## config.mk

```make
export PLATFORM = sky130hd
export DESIGN_NAME = ac97_ctrl_top
export DESIGN_NICKNAME = d
export VERILOG_FILES = /design/src/ac97_pkg.sv /design/src/ac97_bus_read.sv /design/src/ac97_bus_write.sv /design/src/ac97_codec_regs.sv /design/src/ac97_ctrl_top.sv /design/src/ac97_rate_gen.sv /design/src/ac97_sample_channel.sv
export SDC_FILE = /design/constraint.sdc
export NUM_CORES = 2
export LEC_CHECK = 0
export BUFFER_PORTS_ARGS = -buffer_cell sky130_fd_sc_hd__buf_2
export CORE_ASPECT_RATIO = 1.2
export CORE_MARGIN = 2
export CORE_UTILIZATION = 51
export DETAILED_ROUTE_END_ITERATION = 7
export HOLD_SLACK_MARGIN = 0.02
export PLACE_DENSITY_LB_ADDON = 0.08
export SYNTH_ARGS = -nofsm -noshare
export SYNTH_HDL_FRONTEND = slang
export SYNTH_SLANG_ARGS = --single-unit
export TNS_END_PERCENT = 1
```

## constraint.sdc

```tcl
create_clock -name clk_adc_125mhz -period 5.57 [get_ports clk_adc_125mhz]
set_clock_uncertainty 0.15 [all_clocks]
set_input_delay 0 -clock clk_adc_125mhz [delete_from_list [all_inputs] [get_ports clk_adc_125mhz]]
set_output_delay 0 -clock clk_adc_125mhz [all_outputs]
set_load 0.02 [all_outputs]
```

## src/ac97_pkg.sv

```systemverilog
// ac97 controller shared widths, payload types, register map and status encodings
`default_nettype none

package ac97_pkg;

  // ----------------------------------------------------------
  // sample and fifo sizes
  localparam int SAMPLE_W   = 16;                           // one audio sample
  typedef struct packed {
    logic [SAMPLE_W-1:0] right;                             // high half
    logic [SAMPLE_W-1:0] left;                              // low half
  } stereo_t;
  localparam int FIFO_DEPTH = 16;
  typedef logic [$clog2(FIFO_DEPTH):0] fifo_count_t;        // one extra bit so full is visible
  localparam int NUM_CH     = 2;
  localparam int CH_PLAY    = 0;
  localparam int CH_REC     = 1;

  // codec register file
  localparam int CODEC_ADDR_W = 6;                          // word address
  typedef logic [15:0] codec_word_t;
  localparam logic [CODEC_ADDR_W-1:0] CODEC_STATUS_ADDR = 6'h13;  // byte 0x26
  localparam codec_word_t CODEC_READY_MASK = 16'h000F;      // forced ready bits

  // ----------------------------------------------------------
  // bus offsets, matched on addr[19:0]
  localparam logic [19:0] REG_PLAY_FIFO   = 20'h00000;
  localparam logic [19:0] REG_REC_FIFO    = 20'h00004;
  localparam logic [19:0] REG_STATUS      = 20'h00008;
  localparam logic [19:0] REG_FIFO_RESET  = 20'h0000C;
  localparam logic [19:0] REG_CODEC_ADDR  = 20'h00010;
  localparam logic [19:0] REG_CODEC_RDATA = 20'h00014;
  localparam logic [19:0] REG_CODEC_WDATA = 20'h00018;

  // status word bit positions
  localparam int ST_PLAY_FULL      = 0;
  localparam int ST_PLAY_HALF_FULL = 1;
  localparam int ST_REC_FULL       = 2;
  localparam int ST_REC_EMPTY      = 3;
  localparam int ST_ACCESS_DONE    = 4;
  localparam int ST_CODEC_READY    = 5;
  localparam int ST_PLAY_UNDERRUN  = 6;
  localparam int ST_REC_OVERRUN    = 7;

  // fifo interrupt level codes
  localparam int INTR_NONE       = 0;
  localparam int INTR_EMPTY      = 1;                       // count == 0
  localparam int INTR_HALF_EMPTY = 2;                       // count < 8
  localparam int INTR_HALF_FULL  = 3;                       // count >= 8
  localparam int INTR_FULL       = 4;                       // count == 16

  // 125 MHz / 48 kHz = 2604 + 1/6
  localparam int RATE_BASE_DIV   = 2604;
  localparam int RATE_FRAC_STEPS = 6;

endpackage

`default_nettype wire

```

## src/ac97_bus_read.sv

```systemverilog
// bus read multiplexer, acknowledge, record sample unpairing and status word
`default_nettype none

module ac97_bus_read import ac97_pkg::*; (
  input  wire              clk_adc_125mhz,                  // adc clock
  input  wire              adc_rstn_i,                      // sync reset, active low
  input  wire [31:0]       sys_addr_i,                      // bus address
  input  wire              sys_ren_i,                       // read strobe
  input  wire              sys_wen_i,                       // write strobe, ack only
  input  wire              rec_flush_i,                     // restart record pairing
  input  wire stereo_t     rec_data_i,                      // record fifo head
  input  wire              play_full_i,
  input  wire              play_half_full_i,
  input  wire              play_fault_i,                    // play underrun
  input  wire              rec_full_i,
  input  wire              rec_empty_i,
  input  wire              rec_fault_i,                     // record overrun
  input  wire              access_done_i,
  input  wire codec_word_t codec_rdata_i,
  output logic [31:0]      sys_rdata_o,                     // read data, valid with ack
  output logic             sys_ack_o,                       // one cycle after each strobe
  output logic             rec_pop_o                        // drop record head
);

  logic [19:0]         offset;
  logic                rec_is_right;                        // next record read gives right
  logic [SAMPLE_W-1:0] rec_sample;
  logic [31:0]         status_word;

  assign offset     = sys_addr_i[19:0];
  assign rec_sample = rec_is_right ? rec_data_i.right : rec_data_i.left;

  // ----------------------------------------------------------
  // status word
  always_comb begin
    status_word                    = '0;
    status_word[ST_PLAY_FULL]      = play_full_i;
    status_word[ST_PLAY_HALF_FULL] = play_half_full_i;
    status_word[ST_REC_FULL]       = rec_full_i;
    status_word[ST_REC_EMPTY]      = rec_empty_i;
    status_word[ST_ACCESS_DONE]    = access_done_i;
    status_word[ST_CODEC_READY]    = adc_rstn_i;            // codec ready whenever out of reset
    status_word[ST_PLAY_UNDERRUN]  = play_fault_i;
    status_word[ST_REC_OVERRUN]    = rec_fault_i;
  end

  always_ff @(posedge clk_adc_125mhz) begin
    if (!adc_rstn_i) begin
      sys_ack_o    <= 1'b0;
      rec_pop_o    <= 1'b0;
      rec_is_right <= 1'b0;
    end else begin
      sys_ack_o <= sys_ren_i || sys_wen_i;
      rec_pop_o <= sys_ren_i && (offset == REG_REC_FIFO) && rec_is_right;  // pop after right
      if (rec_flush_i) begin
        rec_is_right <= 1'b0;
      end else if (sys_ren_i && (offset == REG_REC_FIFO)) begin
        rec_is_right <= !rec_is_right;
      end
    end
  end

  // read data mux
  always_ff @(posedge clk_adc_125mhz) begin
    if (sys_ren_i) begin
      case (offset)
        REG_REC_FIFO:    sys_rdata_o <= 32'(rec_sample);
        REG_STATUS:      sys_rdata_o <= status_word;
        REG_CODEC_RDATA: sys_rdata_o <= 32'(codec_rdata_i);
        default:         sys_rdata_o <= '0;                 // unknown or write-only
      endcase
    end
  end

endmodule

`default_nettype wire

```

## src/ac97_bus_write.sv

```systemverilog
// bus write decoder, pairs play samples, pulses fifo flushes and codec commands
`default_nettype none

module ac97_bus_write import ac97_pkg::*; (
  input  wire                     clk_adc_125mhz,           // adc clock
  input  wire                     adc_rstn_i,               // sync reset, active low
  input  wire  [31:0]             sys_addr_i,               // bus address
  input  wire  [31:0]             sys_wdata_i,              // bus write data
  input  wire                     sys_wen_i,                // write strobe
  output logic                    play_push_o,              // full pair ready
  output stereo_t                 play_data_o,              // assembled pair
  output logic                    play_flush_o,
  output logic                    rec_flush_o,
  output logic [CODEC_ADDR_W-1:0] codec_addr_o,             // held codec word address
  output codec_word_t             codec_wdata_o,            // held codec write data
  output logic                    codec_store_o,
  output logic                    codec_recall_o
);

  logic [19:0] offset;                                      // register offset
  logic        play_is_right;                               // next play write is the right one

  assign offset = sys_addr_i[19:0];

  // ----------------------------------------------------------
  // command pulses and pairing state
  always_ff @(posedge clk_adc_125mhz) begin
    if (!adc_rstn_i) begin
      play_is_right  <= 1'b0;
      play_push_o    <= 1'b0;
      play_flush_o   <= 1'b0;
      rec_flush_o    <= 1'b0;
      codec_store_o  <= 1'b0;
      codec_recall_o <= 1'b0;
    end else begin
      play_push_o    <= 1'b0;                               // all pulses one cycle
      play_flush_o   <= 1'b0;
      rec_flush_o    <= 1'b0;
      codec_store_o  <= 1'b0;
      codec_recall_o <= 1'b0;
      if (sys_wen_i) begin
        case (offset)
          REG_PLAY_FIFO: begin
            play_is_right <= !play_is_right;
            play_push_o   <= play_is_right;                 // push after the right sample
          end
          REG_FIFO_RESET: begin
            play_flush_o <= sys_wdata_i[0];
            rec_flush_o  <= sys_wdata_i[1];
            if (sys_wdata_i[0]) begin
              play_is_right <= 1'b0;                        // pairing restarts at left
            end
          end
          REG_CODEC_ADDR: begin
            codec_store_o  <= !sys_wdata_i[7];              // bit 7 low stores
            codec_recall_o <= sys_wdata_i[7];               // bit 7 high recalls
          end
          default: ;
        endcase
      end
    end
  end

  // payload registers
  always_ff @(posedge clk_adc_125mhz) begin
    if (sys_wen_i) begin
      case (offset)
        REG_PLAY_FIFO: begin
          if (play_is_right) begin
            play_data_o.right <= sys_wdata_i[SAMPLE_W-1:0];
          end else begin
            play_data_o.left <= sys_wdata_i[SAMPLE_W-1:0];
          end
        end
        REG_CODEC_ADDR:  codec_addr_o  <= sys_wdata_i[CODEC_ADDR_W:1];  // byte to word address
        REG_CODEC_WDATA: codec_wdata_o <= sys_wdata_i[$bits(codec_word_t)-1:0];
        default: ;
      endcase
    end
  end

endmodule

`default_nettype wire

```

## src/ac97_codec_regs.sv

```systemverilog
// codec register file, 64 x 16, with store/recall sequencing and access-done flag
`default_nettype none

module ac97_codec_regs import ac97_pkg::*; (
  input  wire                    clk_adc_125mhz,            // adc clock
  input  wire                    adc_rstn_i,                // sync reset, active low
  input  wire [CODEC_ADDR_W-1:0] addr_i,                    // word address, held by the bus side
  input  wire codec_word_t       wdata_i,                   // word to store
  input  wire                    store_i,                   // write pulse
  input  wire                    recall_i,                  // read pulse
  output codec_word_t            rdata_o,                   // last recalled word
  output logic                   access_done_o              // command complete
);

  codec_word_t mem [2**CODEC_ADDR_W];                       // register image
  codec_word_t read_q;                                      // first read stage
  logic        store_q;                                     // store written last cycle
  logic        recall_q;                                    // read_q valid

  always_ff @(posedge clk_adc_125mhz) begin
    if (store_i) begin
      mem[addr_i] <= wdata_i;
    end
    if (recall_i) begin
      read_q <= mem[addr_i];                                // first stage reads the ram
    end
    if (recall_q) begin                                     // second stage adds the ready bits
      rdata_o <= read_q | ((addr_i == CODEC_STATUS_ADDR) ? CODEC_READY_MASK : '0);
    end
  end

  always_ff @(posedge clk_adc_125mhz) begin
    if (!adc_rstn_i) begin
      store_q       <= 1'b0;
      recall_q      <= 1'b0;
      access_done_o <= 1'b0;
    end else begin
      store_q  <= store_i;
      recall_q <= recall_i;
      if (store_i || recall_i) begin
        access_done_o <= 1'b0;                              // new command pending
      end else if (store_q || recall_q) begin
        access_done_o <= 1'b1;                              // word settled
      end
    end
  end

endmodule

`default_nettype wire

```

## src/ac97_ctrl_top.sv

```systemverilog
// ac97 controller top, rate strobes, play and record channels, codec registers, bus
`default_nettype none

module ac97_ctrl_top import ac97_pkg::*; #(
  parameter int PLAY_INTR_LEVEL = INTR_HALF_EMPTY,          // play irq level code
  parameter int REC_INTR_LEVEL  = INTR_HALF_FULL            // record irq level code
) (
  input  wire          clk_adc_125mhz,                      // adc clock
  input  wire          adc_rstn_i,                          // sync reset, active low
  input  wire stereo_t line_in_i,                           // record source
  input  wire [31:0]   sys_addr_i,
  input  wire [31:0]   sys_wdata_i,
  input  wire          sys_wen_i,
  input  wire          sys_ren_i,
  output wire [1:0]    ac97_clks_o,                         // {48k, 8k} strobes
  output wire stereo_t line_out_o,                          // play fifo head
  output wire          irq_play_o,
  output wire          irq_rec_o,
  output wire [31:0]   sys_rdata_o,
  output wire          sys_ack_o
);

  wire              tick_48k;
  wire              tick_8k;
  wire [NUM_CH-1:0] ch_push;
  wire [NUM_CH-1:0] ch_pop;
  wire [NUM_CH-1:0] ch_flush;
  wire [NUM_CH-1:0] ch_empty;
  wire [NUM_CH-1:0] ch_half_full;
  wire [NUM_CH-1:0] ch_full;
  wire [NUM_CH-1:0] ch_fault;
  wire [NUM_CH-1:0] ch_irq;
  wire stereo_t     ch_wdata [NUM_CH];
  wire stereo_t     ch_rdata [NUM_CH];
  wire [CODEC_ADDR_W-1:0] codec_addr;
  wire codec_word_t codec_wdata;
  wire codec_word_t codec_rdata;
  wire              codec_store;
  wire              codec_recall;
  wire              access_done;

  // ----------------------------------------------------------
  // sample strobes drive both fifo ends
  assign ch_pop[CH_PLAY]   = tick_48k;                      // drain play at 48 kHz
  assign ch_push[CH_REC]   = tick_48k;                      // capture line in
  assign ch_wdata[CH_REC]  = line_in_i;
  assign ac97_clks_o       = {tick_48k, tick_8k};
  assign line_out_o        = ch_rdata[CH_PLAY];
  assign irq_play_o        = ch_irq[CH_PLAY];
  assign irq_rec_o         = ch_irq[CH_REC];

  ac97_rate_gen i_rate_gen (
    .clk_adc_125mhz, .adc_rstn_i, .tick_48k_o(tick_48k), .tick_8k_o(tick_8k)
  );

  ac97_bus_write i_bus_write (
    .clk_adc_125mhz, .adc_rstn_i, .sys_addr_i, .sys_wdata_i, .sys_wen_i,
    .play_push_o(ch_push[CH_PLAY]), .play_data_o(ch_wdata[CH_PLAY]),
    .play_flush_o(ch_flush[CH_PLAY]), .rec_flush_o(ch_flush[CH_REC]),
    .codec_addr_o(codec_addr), .codec_wdata_o(codec_wdata),
    .codec_store_o(codec_store), .codec_recall_o(codec_recall)
  );

  for (genvar i = 0; i < NUM_CH; i++) begin : g_ch
    ac97_sample_channel #(
      .INTR_LEVEL((i == CH_PLAY) ? PLAY_INTR_LEVEL : REC_INTR_LEVEL)
    ) i_channel (
      .clk_adc_125mhz, .adc_rstn_i,
      .push_i(ch_push[i]), .pop_i(ch_pop[i]), .flush_i(ch_flush[i]),
      .wdata_i(ch_wdata[i]), .rdata_o(ch_rdata[i]),
      .empty_o(ch_empty[i]), .half_full_o(ch_half_full[i]), .full_o(ch_full[i]),
      .fault_o(ch_fault[i]), .irq_o(ch_irq[i])
    );
  end

  ac97_codec_regs i_codec_regs (
    .clk_adc_125mhz, .adc_rstn_i, .addr_i(codec_addr), .wdata_i(codec_wdata),
    .store_i(codec_store), .recall_i(codec_recall),
    .rdata_o(codec_rdata), .access_done_o(access_done)
  );

  ac97_bus_read i_bus_read (
    .clk_adc_125mhz, .adc_rstn_i, .sys_addr_i, .sys_ren_i, .sys_wen_i,
    .rec_flush_i(ch_flush[CH_REC]), .rec_data_i(ch_rdata[CH_REC]),
    .play_full_i(ch_full[CH_PLAY]), .play_half_full_i(ch_half_full[CH_PLAY]),
    .play_fault_i(ch_fault[CH_PLAY]), .rec_full_i(ch_full[CH_REC]),
    .rec_empty_i(ch_empty[CH_REC]), .rec_fault_i(ch_fault[CH_REC]),
    .access_done_i(access_done), .codec_rdata_i(codec_rdata),
    .sys_rdata_o, .sys_ack_o, .rec_pop_o(ch_pop[CH_REC])
  );

endmodule

`default_nettype wire

```

## src/ac97_rate_gen.sv

```systemverilog
// audio rate generator, fractional divider giving 48 kHz and 8 kHz one-cycle strobes
`default_nettype none

module ac97_rate_gen import ac97_pkg::*; (
  input  wire  clk_adc_125mhz,                              // adc clock
  input  wire  adc_rstn_i,                                  // sync reset, active low
  output logic tick_48k_o,                                  // 48 kHz strobe
  output logic tick_8k_o                                    // 8 kHz strobe
);

  localparam int CNT_W  = $clog2(RATE_BASE_DIV + 1);
  localparam int FRAC_W = $clog2(RATE_FRAC_STEPS);

  logic [CNT_W-1:0]  base_cnt;                              // cycles within one period
  logic [FRAC_W-1:0] frac_cnt;                              // period index 0..5
  logic              last_step;
  logic              period_end;

  assign last_step  = (frac_cnt == FRAC_W'(RATE_FRAC_STEPS - 1));
  // sixth period runs one cycle longer
  assign period_end = last_step ? (base_cnt == CNT_W'(RATE_BASE_DIV))
                                : (base_cnt == CNT_W'(RATE_BASE_DIV - 1));

  always_ff @(posedge clk_adc_125mhz) begin
    if (!adc_rstn_i) begin
      base_cnt   <= '0;
      frac_cnt   <= '0;
      tick_48k_o <= 1'b0;
      tick_8k_o  <= 1'b0;
    end else begin
      tick_48k_o <= period_end;                             // one pulse per period
      tick_8k_o  <= period_end && last_step;                // every sixth 48k tick
      if (period_end) begin
        base_cnt <= '0;
        frac_cnt <= last_step ? '0 : frac_cnt + 1'b1;       // wrap after the long period
      end else begin
        base_cnt <= base_cnt + 1'b1;
      end
    end
  end

endmodule

`default_nettype wire

```

## src/ac97_sample_channel.sv

```systemverilog
// stereo sample FIFO, 16 deep, with fill flags, level interrupt and run fault flag
`default_nettype none

module ac97_sample_channel import ac97_pkg::*; #(
  parameter int INTR_LEVEL = INTR_NONE                      // which fill level raises irq
) (
  input  wire          clk_adc_125mhz,                      // adc clock
  input  wire          adc_rstn_i,                          // sync reset, active low
  input  wire          push_i,                              // write one frame
  input  wire          pop_i,                               // drop head frame
  input  wire          flush_i,                             // empty fifo, clear irq and fault
  input  wire stereo_t wdata_i,                             // frame to push
  output stereo_t      rdata_o,                             // head frame
  output logic         empty_o,
  output logic         half_full_o,                         // count >= 8
  output logic         full_o,
  output logic         fault_o,                             // underrun or overrun seen
  output logic         irq_o                                // level interrupt, sticky
);

  localparam int PTR_W = $clog2(FIFO_DEPTH);

  stereo_t          mem [FIFO_DEPTH];                       // frame storage
  logic [PTR_W-1:0] wr_ptr;                                 // tail
  logic [PTR_W-1:0] rd_ptr;                                 // head
  fifo_count_t      count;
  logic             do_push;
  logic             do_pop;
  logic             level_cond;                             // selected fill condition
  logic             level_cond_q;                           // last cycle's condition

  // ----------------------------------------------------------
  // flags straight from the count
  assign empty_o     = (count == '0);
  assign full_o      = (count == fifo_count_t'(FIFO_DEPTH));
  assign half_full_o = (count >= fifo_count_t'(FIFO_DEPTH / 2));
  assign do_push     = push_i && !full_o;                   // drop push when full
  assign do_pop      = pop_i && !empty_o;                   // drop pop when empty
  assign rdata_o     = mem[rd_ptr];

  always_ff @(posedge clk_adc_125mhz) begin
    if (do_push) begin
      mem[wr_ptr] <= wdata_i;
    end
  end

  always_ff @(posedge clk_adc_125mhz) begin
    if (!adc_rstn_i || flush_i) begin
      wr_ptr <= '0;
      rd_ptr <= '0;
      count  <= '0;
    end else begin
      if (do_push) begin
        wr_ptr <= wr_ptr + 1'b1;                            // wraps at depth
      end
      if (do_pop) begin
        rd_ptr <= rd_ptr + 1'b1;
      end
      case ({do_push, do_pop})
        2'b10:   count <= count + 1'b1;
        2'b01:   count <= count - 1'b1;
        default: count <= count;                            // idle or push+pop
      endcase
    end
  end

  // ----------------------------------------------------------
  // level interrupt and fault
  always_comb begin
    case (INTR_LEVEL)
      INTR_EMPTY:      level_cond = empty_o;
      INTR_HALF_EMPTY: level_cond = !half_full_o;
      INTR_HALF_FULL:  level_cond = half_full_o;
      INTR_FULL:       level_cond = full_o;
      default:         level_cond = 1'b0;                   // irq disabled
    endcase
  end

  always_ff @(posedge clk_adc_125mhz) begin
    if (!adc_rstn_i) begin
      level_cond_q <= 1'b0;                                 // so a true level fires after reset
      irq_o        <= 1'b0;
      fault_o      <= 1'b0;
    end else begin
      level_cond_q <= level_cond;
      if (flush_i) begin
        irq_o   <= 1'b0;
        fault_o <= 1'b0;
      end else begin
        if (level_cond && !level_cond_q) begin
          irq_o <= 1'b1;                                    // rising edge of the level
        end
        if ((pop_i && empty_o) || (push_i && full_o)) begin
          fault_o <= 1'b1;                                  // underrun on play, overrun on rec
        end
      end
    end
  end

endmodule

`default_nettype wire

```

==> impl_metrics.csv <==
group,metric,value,unit
power,ir_drop,0.000318,V
die,die_width,376,um
clock_network,clk_pin_slew,0.06,ns
timing,setup_tns,0,ns
min_path,worst_hold_path_type,"in -> reg",
clock_network,postCtsResizedCells,0,
clock_network,clk_path_buf_depth,3,
critical_path,crit_chain,"buf_4 -> nor2_4 -> a221oi_1 -> nor2_1 -> o21ai_0 -> o2111ai_1 -> nand4b_1",
finish,drive_above_1_share,23.4,%
logic_synthesis,ys_types,73,
detailed_routing,ant_nets,0,
detailed_routing,drt_wl_total,222000,um
critical_path,cp_max_fo,19,
clock_network,tritoncts,"done",
grt,grt_use_met2,43.3,%
timing,final-setup-viol-count,0,
timing,fmax,241,MHz
grt,grt_first_pass_wirelength,317000,um
logic_synthesis,synth_area_per_cell,20.2,um^2
grt,overflow,0,
die,core_area,165000,um^2
die,initial_core_util,51.4,%
die,ioPinCount,169,
clock_network,cts.sinks,2219,
critical_path,cp-endpoint,"i_codec_regs.read_q[15]$_DFFE_PP_",
grt,grt_max_degree,92,
grt,grt_util_met3,4.10,%
critical_path,worst_setup_path_start_kind,"register",
critical_path,crit_path_top_delay_cell,"edfxtp_1",
clock_network,root_buffer,"clkbuf_16",
grt,grt_pass1_vias,43152,
grt,met1_usage,35.7,%
clock_network,clk_latency,0.85,ns
timing,rsz0062_at_grt,"no",
detailed_routing,vias,43300,
finish,nets,4725,
finish,area_growth,13.9,%
timing,finalMaxSlewViolations,0,
critical_path,crit_path_end_kind,"register",
logic_synthesis,ys_warn_count,0,
critical_path,cp.required,5.94,ns
placed_design,dp_slack,1.48,ns
placed_design,place.gp.congestion,0.898,
power,p_per_area,334,nW/um^2
timing,tightest_slew,1.30,ns
critical_path,cpPeakStageDelay,1.09,ns
detailed_routing,drc,0,
flow_run,cap_violations,0,
critical_path,arrival,4.53,ns
critical_path,rr_worst_depth,7,
logic_synthesis,seq_area_frac_synth,77.9,%
critical_path,worstSetupStartpoint,"i_bus_write.codec_addr_o[1]$_DFFE_PP_",
clock_network,cts_max_level,4,
logic_synthesis,async_flop_share,0,%
critical_path,r2r_end,"i_codec_regs.read_q[15]$_DFFE_PP_",
detailed_routing,viasPerCell,6.25,
detailed_routing,drt-pass1-iter-count,6,
min_path,min-delay-start,"sys_addr_i[8]",
grt,grt.busiest_layer,"met2",
power,p_leak,30.2,nW
grt,grtUsageTotal,26.3,%
critical_path,reg2reg_slack,1.42,ns
grt,antenna_found_initial,14,
logic_synthesis,synthCells,4191,
critical_path,r2r_start,"i_bus_write.codec_addr_o[1]$_DFFE_PP_",
clock_network,numCtsBuffers,211,
logic_synthesis,ys_ff_latch,2219,
detailed_routing,drtIter0Drc,4842,
critical_path,timing_worst_setup_path_type,"reg -> reg",
logic_synthesis,synthFlopType,"edfxtp_1",
timing,hold_viol,0,
timing,period_share,74.6,%
die,die_h,450,um
detailed_routing,wl_per_cell,32.1,um
power,total_power,32.2,mW
placed_design,place_inst,6411,
die,rows,163,
placed_design,place_hpwl,129000,um
min_path,whs_path_depth,6,
placed_design,io_buffers,124,
finish,layoutNonFillerInstCount,6933,
timing,relSlewSlack,13.2,%
timing,setup_slack,1.42,ns
outcome,status,"finished, final reports clean",
die,die_area,169000,um^2
timing,finalCriticalPeriod,4.15,ns
logic_synthesis,synth-edff-count,2150,
logic_synthesis,netlist_area,84700,um^2
-- how the worst min path moves through the flow --
stage / endpoint / slack [ns]
2_1_floorplan: i_bus_write.codec_store_o$_SDFF_PN0_ / -0.08
3_3_place_gp: i_bus_write.codec_wdata_o[14]$_DFFE_PP_ / 0.07
3_5_place_dp: i_bus_write.codec_wdata_o[14]$_DFFE_PP_ / 0.07
4_1_cts: i_bus_write.play_data_o[0]$_DFFE_PP_ / 0.03
5_1_grt: i_bus_write.play_data_o[0]$_DFFE_PP_ / 0.09
6_report: i_bus_write.play_data_o[0]$_DFFE_PP_ / 0.1
-- state kept, by name, indices dropped and copies added (netlist names), 10 cells and up, named ones only --
name and cells:
g_ch.i_channel.mem 1024, i_codec_regs.mem 1024, i_bus_write.play_data_o 32, i_bus_read.sys_rdata_o 16
i_bus_write.codec_wdata_o 16, i_codec_regs.rdata_o 16, i_codec_regs.read_q 16, i_rate_gen.base_cnt 12
g_ch.i_channel.count 10
-- final cells by class --
| cell class | count | area, um^2 |
|---|---|---|
| multi-input cells | 1720 | 17700 |
| well taps | 2145 | 2680 |
| clock inverters | 110 | 958 |
| flip-flops and latches | 2219 | 66000 |
| repair buffers | 439 | 3460 |
| clock buffers | 278 | 5660 |
| inverters | 16 | 63.8 |
| fillers | 12149 | 68300 |
| diodes | 6 | 15.0 |
-- layer usage --
layer | routed length, um | part of all wire, % | up-vias
li1 | - | - | 18202
met1 | 88900 | 40 | 22953
met2 | 110000 | 50 | 1711
met3 | 14100 | 6.3 | 430
met4 | 9130 | 4.1 | 4
met5 | 27 | 0.012 | -
-- layout by cell type, fill, tap and decap left out, types with 15 or more instances in the layout --
cell type / instances
edfxtp_1: 2150
clkinv_2: 29
o21ai_0: 75
o22ai_1: 69
a31oi_1: 16
nand2b_1: 18
mux2_2: 70
ha_1: 18
bufinv_16: 15
buf_4: 175
clkbuf_16: 216
dfxtp_1: 61
clkinv_1: 52
dlygate4sd3_1: 128
nand2_1: 114
xor2_1: 21
nand4_1: 15
buf_2: 124
a22oi_1: 101
mux4_2: 365
conb_1: 16
o221ai_1: 16
a21oi_1: 88
a221oi_1: 112
mux2i_1: 133
nor2_2: 18
nor2_1: 190
nor2_4: 26
nand3_1: 19
clkbuf_1: 57
-- metrics by stage --
step                      hold slack [ns]  utilization, %  cell area (um^2)
after floorplan                   -0.0777               -             84700
after global placement             0.0678            53.7             88600
after detailed placement           0.0696            53.7             88600
after CTS                          0.0258            58.5             96500
after global routing               0.0855            58.5             96500
final                              0.0976            58.5             96500
-- Yosys cell counts (all sizes together), types with 13 or more instances --
cell    count  area (um^2)
a31oi      16          100
nor3       20          100
mux2i     133         1330
clkbuf     86          323
a221o      13          130
ha         18          225
a22oi     101          758
buf       165         1070
mux4      365         8220
inv        16         62.6
edfxtp   2150        64600
a221oi    116         1040
o22ai      69          432
o21ai      76          380
nand2     114          428
nand4      15         93.8
nand3      19         95.1
mux2       71          803
xor2       21          184
a21oi      88          440
nand2b     18          113
xnor2      14          123
nor2      234          883
o221ai     16          140
dfxtp      69         1380
-- critical path, delay by kind of cell, from the launching register on --
kind / cells / cell delay, ns
compound gates: 3 / 1.41
buf+inv: 1 / 0.54
flops: 1 / 1.09
simple gates: 3 / 0.60
-- what timing repair did --
action,CTS,global route
hold endpoints to repair,705,0
hold buffers,128,0
buffers inserted,0,0
-- logic make-up (layout without fill, tap and decap cells) --
family / Yosys count / count (layout) / synth area share (%)
flip-flops: 2219 / 2219 / 77.9
multiplexers: 569 / 569 / 12.2
AO/OA/AOI/OAI: 568 / 568 / 4.77
AND/OR/NAND/NOR: 514 / 514 / 2.79
buffers and inverters: 267 / 843 / 1.72
XOR/XNOR: 35 / 35 / 0.362
adder cells (fa/ha/maj): 18 / 18 / 0.266
other: 1 / 22 / 0.00443
-- report_power, final --
part	leakage (nW)	switching (mW)	internal [mW]
clock	3.22	6.08	7.82
combinational	7.08	0.127	0.0779
sequential	19.9	0.00661	18.1
total	30.2	6.21	26.0
Note: power is estimated with default switching activity, not from simulation.
